[config.mk]
export PLATFORM = sky130hd
export DESIGN_NAME = byte_buffer_top
export DESIGN_NICKNAME = d
export VERILOG_FILES = /design/src/bus_pkg.sv /design/src/mem_geom_pkg.sv /design/src/asym_converter.sv /design/src/banked_ram.sv /design/src/byte_buffer_top.sv /design/src/wb_write_port.sv
export SDC_FILE = /design/constraint.sdc
export NUM_CORES = 2
export LEC_CHECK = 0
export BUFFER_PORTS_ARGS = -buffer_cell sky130_fd_sc_hd__buf_2
export CORE_MARGIN = 5
export CORE_UTILIZATION = 40
export CTS_CLUSTER_DIAMETER = 60
export CTS_CLUSTER_SIZE = 24
export DETAILED_ROUTE_END_ITERATION = 8
export SYNTH_ARGS = -nofsm -noshare
export SYNTH_HDL_FRONTEND = slang
export SYNTH_SLANG_ARGS = --single-unit
[constraint.sdc]
create_clock -name clk_i -period 1.9 [get_ports clk_i]
set_input_delay 0.285 -clock clk_i [delete_from_list [all_inputs] [get_ports clk_i]]
set_output_delay 0.285 -clock clk_i [all_outputs]
set_load 0.02 [all_outputs]
[src/bus_pkg.sv]
// Wishbone classic widths for the word-write port.
// Imported by the write port, the width converter and the top level.

package bus_pkg;

   // data bus width of the host port
   localparam int WB_DATA_W = 32;

   // one select bit per byte of the data bus
   localparam int WB_SEL_W = WB_DATA_W / 8;

   // byte-select vector as driven by the master
   typedef logic [WB_SEL_W-1:0] wb_sel_t;

endpackage

[src/mem_geom_pkg.sv]
// Geometry of the lane-split storage RAM.
// Shared by the width converter, the RAM and the top level.

package mem_geom_pkg;

   // a lane is one byte, which is also the read width
   localparam int LANE_W = 8;
   localparam int LANES = 4;

   // low byte-address bits that pick a lane
   localparam int LANE_SEL_W = $clog2(LANES);

   localparam int WORD_W = LANES * LANE_W;

   // a RAM word, seen either whole or lane by lane
   typedef union packed {
      logic [WORD_W-1:0]            word;
      logic [LANES-1:0][LANE_W-1:0] lane;
   } lane_word_u;

endpackage

[src/asym_converter.sv]
// Width converter between a 32-bit word write and an 8-bit byte read.
// Drives per-lane RAM enables and picks the read byte out of the lane word.

`timescale 1ns/1ns

module asym_converter #(
   parameter  int ADDR_W      = 8,
   parameter  int BIG_ENDIAN  = 0,
   localparam int WORD_ADDR_W = ADDR_W - mem_geom_pkg::LANE_SEL_W
) (
   input  logic                              clk_i,
   input  logic                              rst_i,

   // word write from the bus side
   input  logic                              w_en_i,
   input  logic [WORD_ADDR_W-1:0]            w_addr_i,
   input  logic [bus_pkg::WB_DATA_W-1:0]     w_data_i,
   input  bus_pkg::wb_sel_t                  w_sel_i,

   // byte read port, byte address
   input  logic                              r_en_i,
   input  logic [ADDR_W-1:0]                 r_addr_i,
   output logic [mem_geom_pkg::LANE_W-1:0]   r_data_o,

   // lane RAM write side
   output logic [mem_geom_pkg::LANES-1:0]    ext_mem_w_en_o,
   output logic [WORD_ADDR_W-1:0]            ext_mem_w_addr_o,
   output mem_geom_pkg::lane_word_u          ext_mem_w_data_o,

   // lane RAM read side
   output logic [mem_geom_pkg::LANES-1:0]    ext_mem_r_en_o,
   output logic [WORD_ADDR_W-1:0]            ext_mem_r_addr_o,
   input  mem_geom_pkg::lane_word_u          ext_mem_r_data_i
);

   import mem_geom_pkg::*;

   // physical lane addressed by the current read
   logic [LANE_SEL_W-1:0] r_lane;
   // lane of the last accepted read
   logic [LANE_SEL_W-1:0] r_lane_q;
   // high in the cycle right after a read
   logic                  r_valid_q;
   lane_word_u            r_word_q;
   lane_word_u            r_word;

   // write side
   // each byte select gates its own lane
   always_comb begin
      for (int k = 0; k < LANES; k++) begin
         ext_mem_w_en_o[k] = w_en_i & w_sel_i[k];
      end
   end

   assign ext_mem_w_addr_o      = w_addr_i;
   assign ext_mem_w_data_o.word = w_data_i;

   // read side
   // big endian puts byte 0 of a word in the top lane
   if (BIG_ENDIAN != 0) begin : g_big_endian
      assign r_lane = LANE_SEL_W'(LANES - 1) - r_addr_i[LANE_SEL_W-1:0];
   end else begin : g_little_endian
      assign r_lane = r_addr_i[LANE_SEL_W-1:0];
   end

   // only the addressed lane is read
   always_comb begin
      for (int k = 0; k < LANES; k++) begin
         ext_mem_r_en_o[k] = r_en_i && (r_lane == LANE_SEL_W'(k));
      end
   end

   assign ext_mem_r_addr_o = r_addr_i[ADDR_W-1:LANE_SEL_W];

   always_ff @(posedge clk_i) begin
      if (rst_i) begin
         r_valid_q <= 1'b0;
         r_lane_q  <= '0;
         r_word_q  <= '0;
      end else begin
         r_valid_q <= r_en_i;
         if (r_en_i) begin
            r_lane_q <= r_lane;
         end
         // capture the RAM word once it is valid so it survives later writes
         if (r_valid_q) begin
            r_word_q <= ext_mem_r_data_i;
         end
      end
   end

   // live RAM output right after a read, held copy from then on
   assign r_word = r_valid_q ? ext_mem_r_data_i : r_word_q;

   assign r_data_o = r_word.lane[r_lane_q];

endmodule

[src/banked_ram.sv]
// Storage RAM built from four byte-wide lanes.
// Every lane has its own write enable and registered, enabled read.

`timescale 1ns/1ns

module banked_ram #(
   parameter  int ADDR_W      = 8,
   localparam int WORD_ADDR_W = ADDR_W - mem_geom_pkg::LANE_SEL_W
) (
   input  logic                            clk_i,

   // write port, word address
   input  logic [mem_geom_pkg::LANES-1:0]  w_en_i,
   input  logic [WORD_ADDR_W-1:0]          w_addr_i,
   input  mem_geom_pkg::lane_word_u        w_data_i,

   // read port, word address
   input  logic [mem_geom_pkg::LANES-1:0]  r_en_i,
   input  logic [WORD_ADDR_W-1:0]          r_addr_i,
   output mem_geom_pkg::lane_word_u        r_data_o
);

   import mem_geom_pkg::*;

   localparam int DEPTH = 2 ** WORD_ADDR_W;

   // one byte array per lane
   logic [LANE_W-1:0] mem [LANES][DEPTH];

   // a lane without read enable keeps its last output
   always_ff @(posedge clk_i) begin
      for (int k = 0; k < LANES; k++) begin
         if (w_en_i[k]) begin
            mem[k][w_addr_i] <= w_data_i.lane[k];
         end
         if (r_en_i[k]) begin
            r_data_o.lane[k] <= mem[k][r_addr_i];
         end
      end
   end

endmodule

[src/byte_buffer_top.sv]
// Byte-read buffer with a Wishbone word-write port.
// Connects the write port, the width converter and the lane RAM.

`timescale 1ns/1ns

module byte_buffer_top #(
   parameter  int ADDR_W      = 8,
   parameter  int BIG_ENDIAN  = 0,
   localparam int WORD_ADDR_W = ADDR_W - mem_geom_pkg::LANE_SEL_W
) (
   input  logic                            clk_i,
   input  logic                            rst_i,

   // wishbone classic slave, word address
   input  logic                            wb_cyc_i,
   input  logic                            wb_stb_i,
   input  logic                            wb_we_i,
   input  logic [WORD_ADDR_W-1:0]          wb_adr_i,
   input  logic [bus_pkg::WB_DATA_W-1:0]   wb_dat_i,
   input  bus_pkg::wb_sel_t                wb_sel_i,
   output logic                            wb_ack_o,
   output logic                            wb_err_o,

   // byte read port
   input  logic                            r_en_i,
   input  logic [ADDR_W-1:0]               r_addr_i,
   output logic [mem_geom_pkg::LANE_W-1:0] r_data_o
);

   import bus_pkg::*;
   import mem_geom_pkg::*;

   logic                   w_en;
   logic [WORD_ADDR_W-1:0] w_addr;
   logic [WB_DATA_W-1:0]   w_data;
   wb_sel_t                w_sel;

   logic [LANES-1:0]       ext_mem_w_en;
   logic [WORD_ADDR_W-1:0] ext_mem_w_addr;
   lane_word_u             ext_mem_w_data;
   logic [LANES-1:0]       ext_mem_r_en;
   logic [WORD_ADDR_W-1:0] ext_mem_r_addr;
   lane_word_u             ext_mem_r_data;

   wb_write_port #(
      .ADDR_W(ADDR_W)
   ) u_wb_write_port (
      .clk_i   (clk_i),
      .rst_i   (rst_i),
      .wb_cyc_i(wb_cyc_i),
      .wb_stb_i(wb_stb_i),
      .wb_we_i (wb_we_i),
      .wb_adr_i(wb_adr_i),
      .wb_dat_i(wb_dat_i),
      .wb_sel_i(wb_sel_i),
      .wb_ack_o(wb_ack_o),
      .wb_err_o(wb_err_o),
      .w_en_o  (w_en),
      .w_addr_o(w_addr),
      .w_data_o(w_data),
      .w_sel_o (w_sel)
   );

   asym_converter #(
      .ADDR_W    (ADDR_W),
      .BIG_ENDIAN(BIG_ENDIAN)
   ) u_asym_converter (
      .clk_i           (clk_i),
      .rst_i           (rst_i),
      .w_en_i          (w_en),
      .w_addr_i        (w_addr),
      .w_data_i        (w_data),
      .w_sel_i         (w_sel),
      .r_en_i          (r_en_i),
      .r_addr_i        (r_addr_i),
      .r_data_o        (r_data_o),
      .ext_mem_w_en_o  (ext_mem_w_en),
      .ext_mem_w_addr_o(ext_mem_w_addr),
      .ext_mem_w_data_o(ext_mem_w_data),
      .ext_mem_r_en_o  (ext_mem_r_en),
      .ext_mem_r_addr_o(ext_mem_r_addr),
      .ext_mem_r_data_i(ext_mem_r_data)
   );

   banked_ram #(
      .ADDR_W(ADDR_W)
   ) u_banked_ram (
      .clk_i   (clk_i),
      .w_en_i  (ext_mem_w_en),
      .w_addr_i(ext_mem_w_addr),
      .w_data_i(ext_mem_w_data),
      .r_en_i  (ext_mem_r_en),
      .r_addr_i(ext_mem_r_addr),
      .r_data_o(ext_mem_r_data)
   );

endmodule

[src/wb_write_port.sv]
// Wishbone classic slave for word writes into the buffer.
// Emits one write strobe per request; read cycles are ended with err.

`timescale 1ns/1ns

module wb_write_port #(
   parameter  int ADDR_W      = 8,
   localparam int WORD_ADDR_W = ADDR_W - mem_geom_pkg::LANE_SEL_W
) (
   input  logic                           clk_i,
   input  logic                           rst_i,

   // wishbone classic slave
   input  logic                           wb_cyc_i,
   input  logic                           wb_stb_i,
   input  logic                           wb_we_i,
   input  logic [WORD_ADDR_W-1:0]         wb_adr_i,
   input  logic [bus_pkg::WB_DATA_W-1:0]  wb_dat_i,
   input  bus_pkg::wb_sel_t               wb_sel_i,
   output logic                           wb_ack_o,
   output logic                           wb_err_o,

   // write strobe towards the converter
   output logic                           w_en_o,
   output logic [WORD_ADDR_W-1:0]         w_addr_o,
   output logic [bus_pkg::WB_DATA_W-1:0]  w_data_o,
   output bus_pkg::wb_sel_t               w_sel_o
);

   logic req;

   // new request only while no termination is pending
   // the master still holds stb in the ack cycle, so mask it there
   assign req = wb_cyc_i & wb_stb_i & ~wb_ack_o & ~wb_err_o;

   // write goes to the RAM on the same edge that raises ack
   assign w_en_o   = req & wb_we_i;
   assign w_addr_o = wb_adr_i;
   assign w_data_o = wb_dat_i;
   assign w_sel_o  = wb_sel_i;

   // one-cycle termination, ack for writes and err for reads
   always_ff @(posedge clk_i) begin
      if (rst_i) begin
         wb_ack_o <= 1'b0;
         wb_err_o <= 1'b0;
      end else begin
         wb_ack_o <= req & wb_we_i;
         wb_err_o <= req & ~wb_we_i;
      end
   end

endmodule

* After elaboration in Yosys (flattened, before gate mapping)
Memory sizes are Yosys's and may differ from the RTL's.
Cells that the tools add are included.
** Operators by class
- Reductions and logical operators :: 6
- $lt $le $gt $ge :: 4
- Mux-type cells :: 25
- Bitwise gates (word level) :: 14
- Equal/unequal tests :: 3
** Operators with widths (count)
- $mux 512 :: 4
- $bmux 8 s6 :: 4
- $mux 8 :: 10
- $demux 8 s6 :: 1
- $mux 32 :: 1
- $bmux 8 s2 :: 1
- $ge 7x7->1 const B :: 2
- $not 6->7 :: 2
- $and 1x1->1 :: 9
- $lt 7x1->1 const B :: 1
- $logic_and 1x1->1 :: 5
- $eq 2x2->1 const B :: 2
- $mux 1 :: 4
- $lt 2x3->1 const B :: 1
- $not 1->1 :: 3
- $eq 2x1->1 const B :: 1
- $logic_not 2->1 :: 1
** Word-level totals
- Output and inout port bits :: 10
- Bits of input ports :: 56
- Memories kept :: 1
- Register bits after elaboration :: 69
- RAM bits :: 2048
** Memory list
- u_banked_ram.mem :: depth 4, width 512, rd ports 4, clocked after memory_dff 0, write ports 4, line banked_ram.sv:28 : logic [LANE_W-1:0] mem [LANES][DEPTH];

* Depth between registers and ports, before layout
- Word-level depth :: 7
- Gate-level depth with buffers :: 9
- Gate-level depth less buffers :: 5

* Hierarchy
A second synthesis with hierarchy kept.
** Second synthesis, totals
- Cells, all modules :: 4075
- Area, all modules :: 83767.8 µm²
** By module, submodules not included
- banked_ram :: area each 81285.5 µm², cells an instance 3833, times used 1
- asym_converter :: area each 2097.0 µm², cells an instance 193, times used 1
- wb_write_port :: area each 385.4 µm², cells an instance 49, times used 1

* Worst setup path before layout
No wires, ideal clock.
- Kind :: in2reg
- Start point :: in r_addr_i[2]
- End point :: reg u_banked_ram.r_data_o[10] in the netlist's numbering (data pin)
- Library setup time :: 255 ps
- Data arrival time :: 1820 ps
- Path buffers :: 3
- Cell stages on the path :: 7
- Path slack :: -175 ps
- Data required time :: 1645 ps
- Cells stage by stage :: buf_6 -> buf_6 -> buf_2 -> mux4_2 -> a221oi_1 -> nand2_1 -> and3_1
** Between the ends
- Word-level cells in the longest chain between the ends :: 4
** Ends and longest elaborated chain
- start, declared :: line byte_buffer_top.sv:26 : input logic [ADDR_W-1:0] r_addr_i,
- $not 6->7 (implied by the code) :: line banked_ram.sv:37 : r_data_o.lane[k] <= mem[k][r_addr_i];
- $bmux 8 s6 :: line banked_ram.sv:37
- $mux 8 (implied by the code) (2 in a row) :: line banked_ram.sv:37
- end, declared :: line banked_ram.sv:20 : output mem_geom_pkg::lane_word_u r_data_o
Every way passes these cells. The select of a mux whose other input is x is not followed.
A chain may end at the register's enable or synchronous reset.

* Final worst setup path
- Start point :: reg u_asym_converter.r_valid_q
- End point :: out r_data_o[3] in the netlist's numbering
** Between the ends
- Word-level cells in the longest chain between the ends :: 3
** Ends and longest elaborated chain
- start, declared :: line asym_converter.sv:43 : logic r_valid_q;
- start signal, assigned :: line asym_converter.sv:81 : r_valid_q <= r_en_i;
- $mux 32 :: line asym_converter.sv:93 : assign r_word = r_valid_q ? ext_mem_r_data_i : r_word_q;
- $bmux 8 s2 :: line asym_converter.sv:95 : assign r_data_o = r_word.lane[r_lane_q];
- $mux 8 (implied by the code) :: line asym_converter.sv:95
- end, declared :: line byte_buffer_top.sv:27 : output logic [mem_geom_pkg::LANE_W-1:0] r_data_o
Every way passes these cells. The select of a mux whose other input is x is not followed.

==> impl_metrics.ini <==
[synthesis]
ys_types = 45
syn_avg_cell_area_um2 = 21.4
syn-cell-area_mm2 = 0.0812
synth_compound_area_frac = 0.0278
ys.flop_type = edfxtp_1
synth-simple-area-share = 0.0313
synth_mux_area_frac = 0.148
synth_cells = 3796
synth_top_family_by_area = multiplexers
ys_seq_elements = 2117
yosysWarningCount = 0
yosys.area_share.adder = 0
syn_nets = 3852
synthArstFlopShare = 0
synth-seq-area-share = 0.778
synthXorXnorAreaFrac = 0
synth_edf_count = 2080

[floorplan]
die-area_mm2 = 0.212
rows = 165
die_h_um = 461
core-area_mm2 = 0.202
initial_core_util = 0.402
ios = 66
die_w_um = 461

[layout]
stdcell_area_mm2 = 0.0983
final_cells = 7397
n_fill_cell = 16200
area_growth_pct = 21.0
layout-drive-gt1-share = 0.392
layout.nets = 4664

[power_and_ir_drop]
p_per_area_mw_per_mm2 = 919
leakagePower_uw = 0.0315
irDropWorstVdd_mv = 0.905

[outcome]
violations = setup timing
status = complete, but fails checks

[clocking]
tritoncts = built
path_clk_slew_ns = 0.09
clockBufferDepth = 3
cts-root-buf = clkbuf_16
insertion_delay_ns = 0.81
cts_sinks = 2117
h-tree-depth = 4
cts_made_buffers = 140

[global_routing]
grt_max_degree = 65
grt_pass1_vias = 42200
gr-total-overflow = 0
grt_antenna_before_repair = 17
grt_pass1_wl_um = 326000
track_usage = 0.218

[route]
wirelength_um = 234000
vias = 42900
wl_per_cell_um = 31.6
drt_iter0_drc = 5020
dr.pass1.iters = 6
drtAntennaViolNets = 0
via_per_inst = 5.80
drc_errors = 0

[timing]
fin_crit_sh = 1.42
fmax_ghz = 0.372
slew_violations = 0
finalCriticalPeriod_ns = 2.69
timing.setup.tns_ns = -6.26
rsz0062_at_grt = true
fin_skew_ns = 0.0323
tightest_slew_ns = 1.26
hold_ws_ns = 0.0688
slew_headroom = 0.158
setup-violations-final = 9
fin_ws_ns = -0.791
final-hold-violation-count = 0

[critical_path]
r2r_setup_slack_ns = -0.09
crit_type = flop to output port
path_buf_inv = 4
worstPathArrival_ns = 2.41
cpLargestDelayFamily = buffers and inverters
cp_cell_sequence = buf_12, buf_8, mux2i_1, buf_4, nand2_1, a31o_4, buf_6
cp-end-kind = output port
worstPathRequired_ns = 1.62
crit_path_max_incr_delay_ns = 0.39
crit_fanout = 8
cpMaxStageDelayCell = dfxtp_4
start_kind = flop

[placement]
placed_cells = 7108
routabilityCongestion = 0.923
io_buffers = 65
dpl.hpwl_um = 158000
placed_area_mm2 = 0.0917

[hold_path]
hold_path.class = input port to flop

[job]
drv_cap = 0
## sequential cells by signal (all words and copies together) (netlist names)
signal,cells
u_wb_write_port.wb_ack_o,1
u_banked_ram.r_data_o,32
u_asym_converter.r_valid_q,1
u_banked_ram.mem,2048
u_asym_converter.r_word_q,32
u_asym_converter.r_lane_q,2
u_wb_write_port.wb_err_o,1
## Yosys cell counts, types with 3 or more instances
cell	n	area share
a211oi_1	31	0.0029
a21oi_1	4	0.00025
a221oi_1	53	0.0057
a22oi_1	71	0.0066
a31o_2	8	0.00086
and2_1	22	0.0017
and3_1	39	0.0030
and3b_1	3	0.00032
buf_1	3	0.00014
buf_2	89	0.0055
buf_4	10	0.00092
buf_6	21	0.0029
clkbuf_1	103	0.0048
dfxtp_1	37	0.0091
edfxtp_1	2080	0.77
mux2_2	6	0.00083
mux2i_1	41	0.0051
mux4_2	512	0.14
nand2_1	167	0.0077
nand2b_1	12	0.00092
nand3_1	13	0.00080
nor2_1	301	0.014
nor2b_1	17	0.0013
nor3_1	4	0.00025
nor3b_1	8	0.00074
o221ai_1	56	0.0060
o22ai_1	59	0.0045
or2_2	6	0.00046
## per-stage QoR
step,utilization,worst slack (ns),power (uW)
4_1_cts,0.482,-0.860,90800
3_3_place_gp,0.454,-0.988,57900
3_5_place_dp,0.454,-1.02,58000
6_report,0.486,-0.791,90300
2_1_floorplan,-,-0.128,55000
5_1_grt,0.486,-0.854,92900
## worst register-to-register path: cells and delay by family (launching register included)
family	cells	cell delay, ns
DFF	1	0.37
and+or+nand+nor	2	0.29
muxes	1	0.52
buffers and inverters	1	0.17
AOI/OAI and AO/OA	2	0.37
## cell type report
| cell class | instances | area, um2 | share of cell area |
|---|---|---|---|
| timing repair buffer | 899 | 8860 | 0.0901 |
| multi-input combinational | 1446 | 17900 | 0.182 |
| inverter | 4 | 18.8 | 0.000191 |
| clock inverter | 96 | 1240 | 0.0126 |
| clock buffer | 151 | 3650 | 0.0372 |
| tap | 2672 | 3340 | 0.0340 |
| sequential | 2117 | 63200 | 0.643 |
| antenna | 12 | 30.0 | 0.000306 |
## metal layers
| layer | global-route usage | part of all wire | vias up | routed length [um] |
|---|---|---|---|---|
| met4 | 0.0747 | 0.036 | 8 | 8310 |
| met1 | 0.301 | 0.40 | 23000 | 93400 |
| met3 | 0.0520 | 0.093 | 366 | 21600 |
| met5 | 0 | 0.00027 | - | 63 |
| met2 | 0.343 | 0.47 | 2018 | 110000 |
| li1 | - | - | 17500 | - |
## kinds of logic after synthesis
kind of cell	Yosys count
buffers and inverters	233
AO/OA/AOI/OAI	293
multiplexers	559
AND/OR/NAND/NOR	594
flip-flops	2117
## power breakdown
| part | total, uW | switching (uW) | internal [uW] |
|---|---|---|---|
| Clock | 33000 | 17100 | 16000 |
| Combinational | 5880 | 3420 | 2470 |
| Sequential | 51300 | 62.7 | 51300 |
| Total | 90300 | 20600 | 69700 |
## final timing paths
check	startpoint	depth (start not counted)	to
max	u_asym_converter.r_valid_q	7	r_data_o[3]
min	wb_dat_i[31]	1	u_banked_ram.mem[3][151]
max reg2reg	u_banked_ram.mem[1][235]	6	u_banked_ram.r_data_o[11]
min reg2reg	u_asym_converter.r_word_q[27]	2	u_asym_converter.r_word_q[27]
## layout by cell type (no fill, tap or decap), types with 15 or more instances in the layout
master | Yosys | layout
edfxtp_1 | 2080 | 2080
buf_4 | 10 | 592
mux4_2 | 512 | 512
nor2_1 | 301 | 229
nand2_1 | 167 | 155
clkbuf_16 | 0 | 148
buf_12 | 0 | 139
buf_6 | 21 | 87
a22oi_1 | 71 | 70
buf_2 | 89 | 54
nor2_2 | 0 | 52
o22ai_1 | 59 | 51
o221ai_1 | 56 | 51
and3_1 | 39 | 38
a221oi_2 | 0 | 38
dfxtp_1 | 37 | 35
mux2i_1 | 41 | 34
a211oi_2 | 0 | 21
nor2_4 | 0 | 20
inv_6 | 0 | 17
dlygate4sd3_1 | 0 | 16
a221oi_1 | 53 | 15
inv_8 | 0 | 15
## repair_timing
action | CTS | global route
endpoints found under the setup margin | 276 | 767
endpoints found under the hold margin | 403 | 0
gates resized for setup | 137 | 164
buffers inserted | 4 | 4
hold buffers | 16 | 0
pin swaps | 22 | 23
gates cloned | 2 | 6
Power figures use the tool's default switching activity.
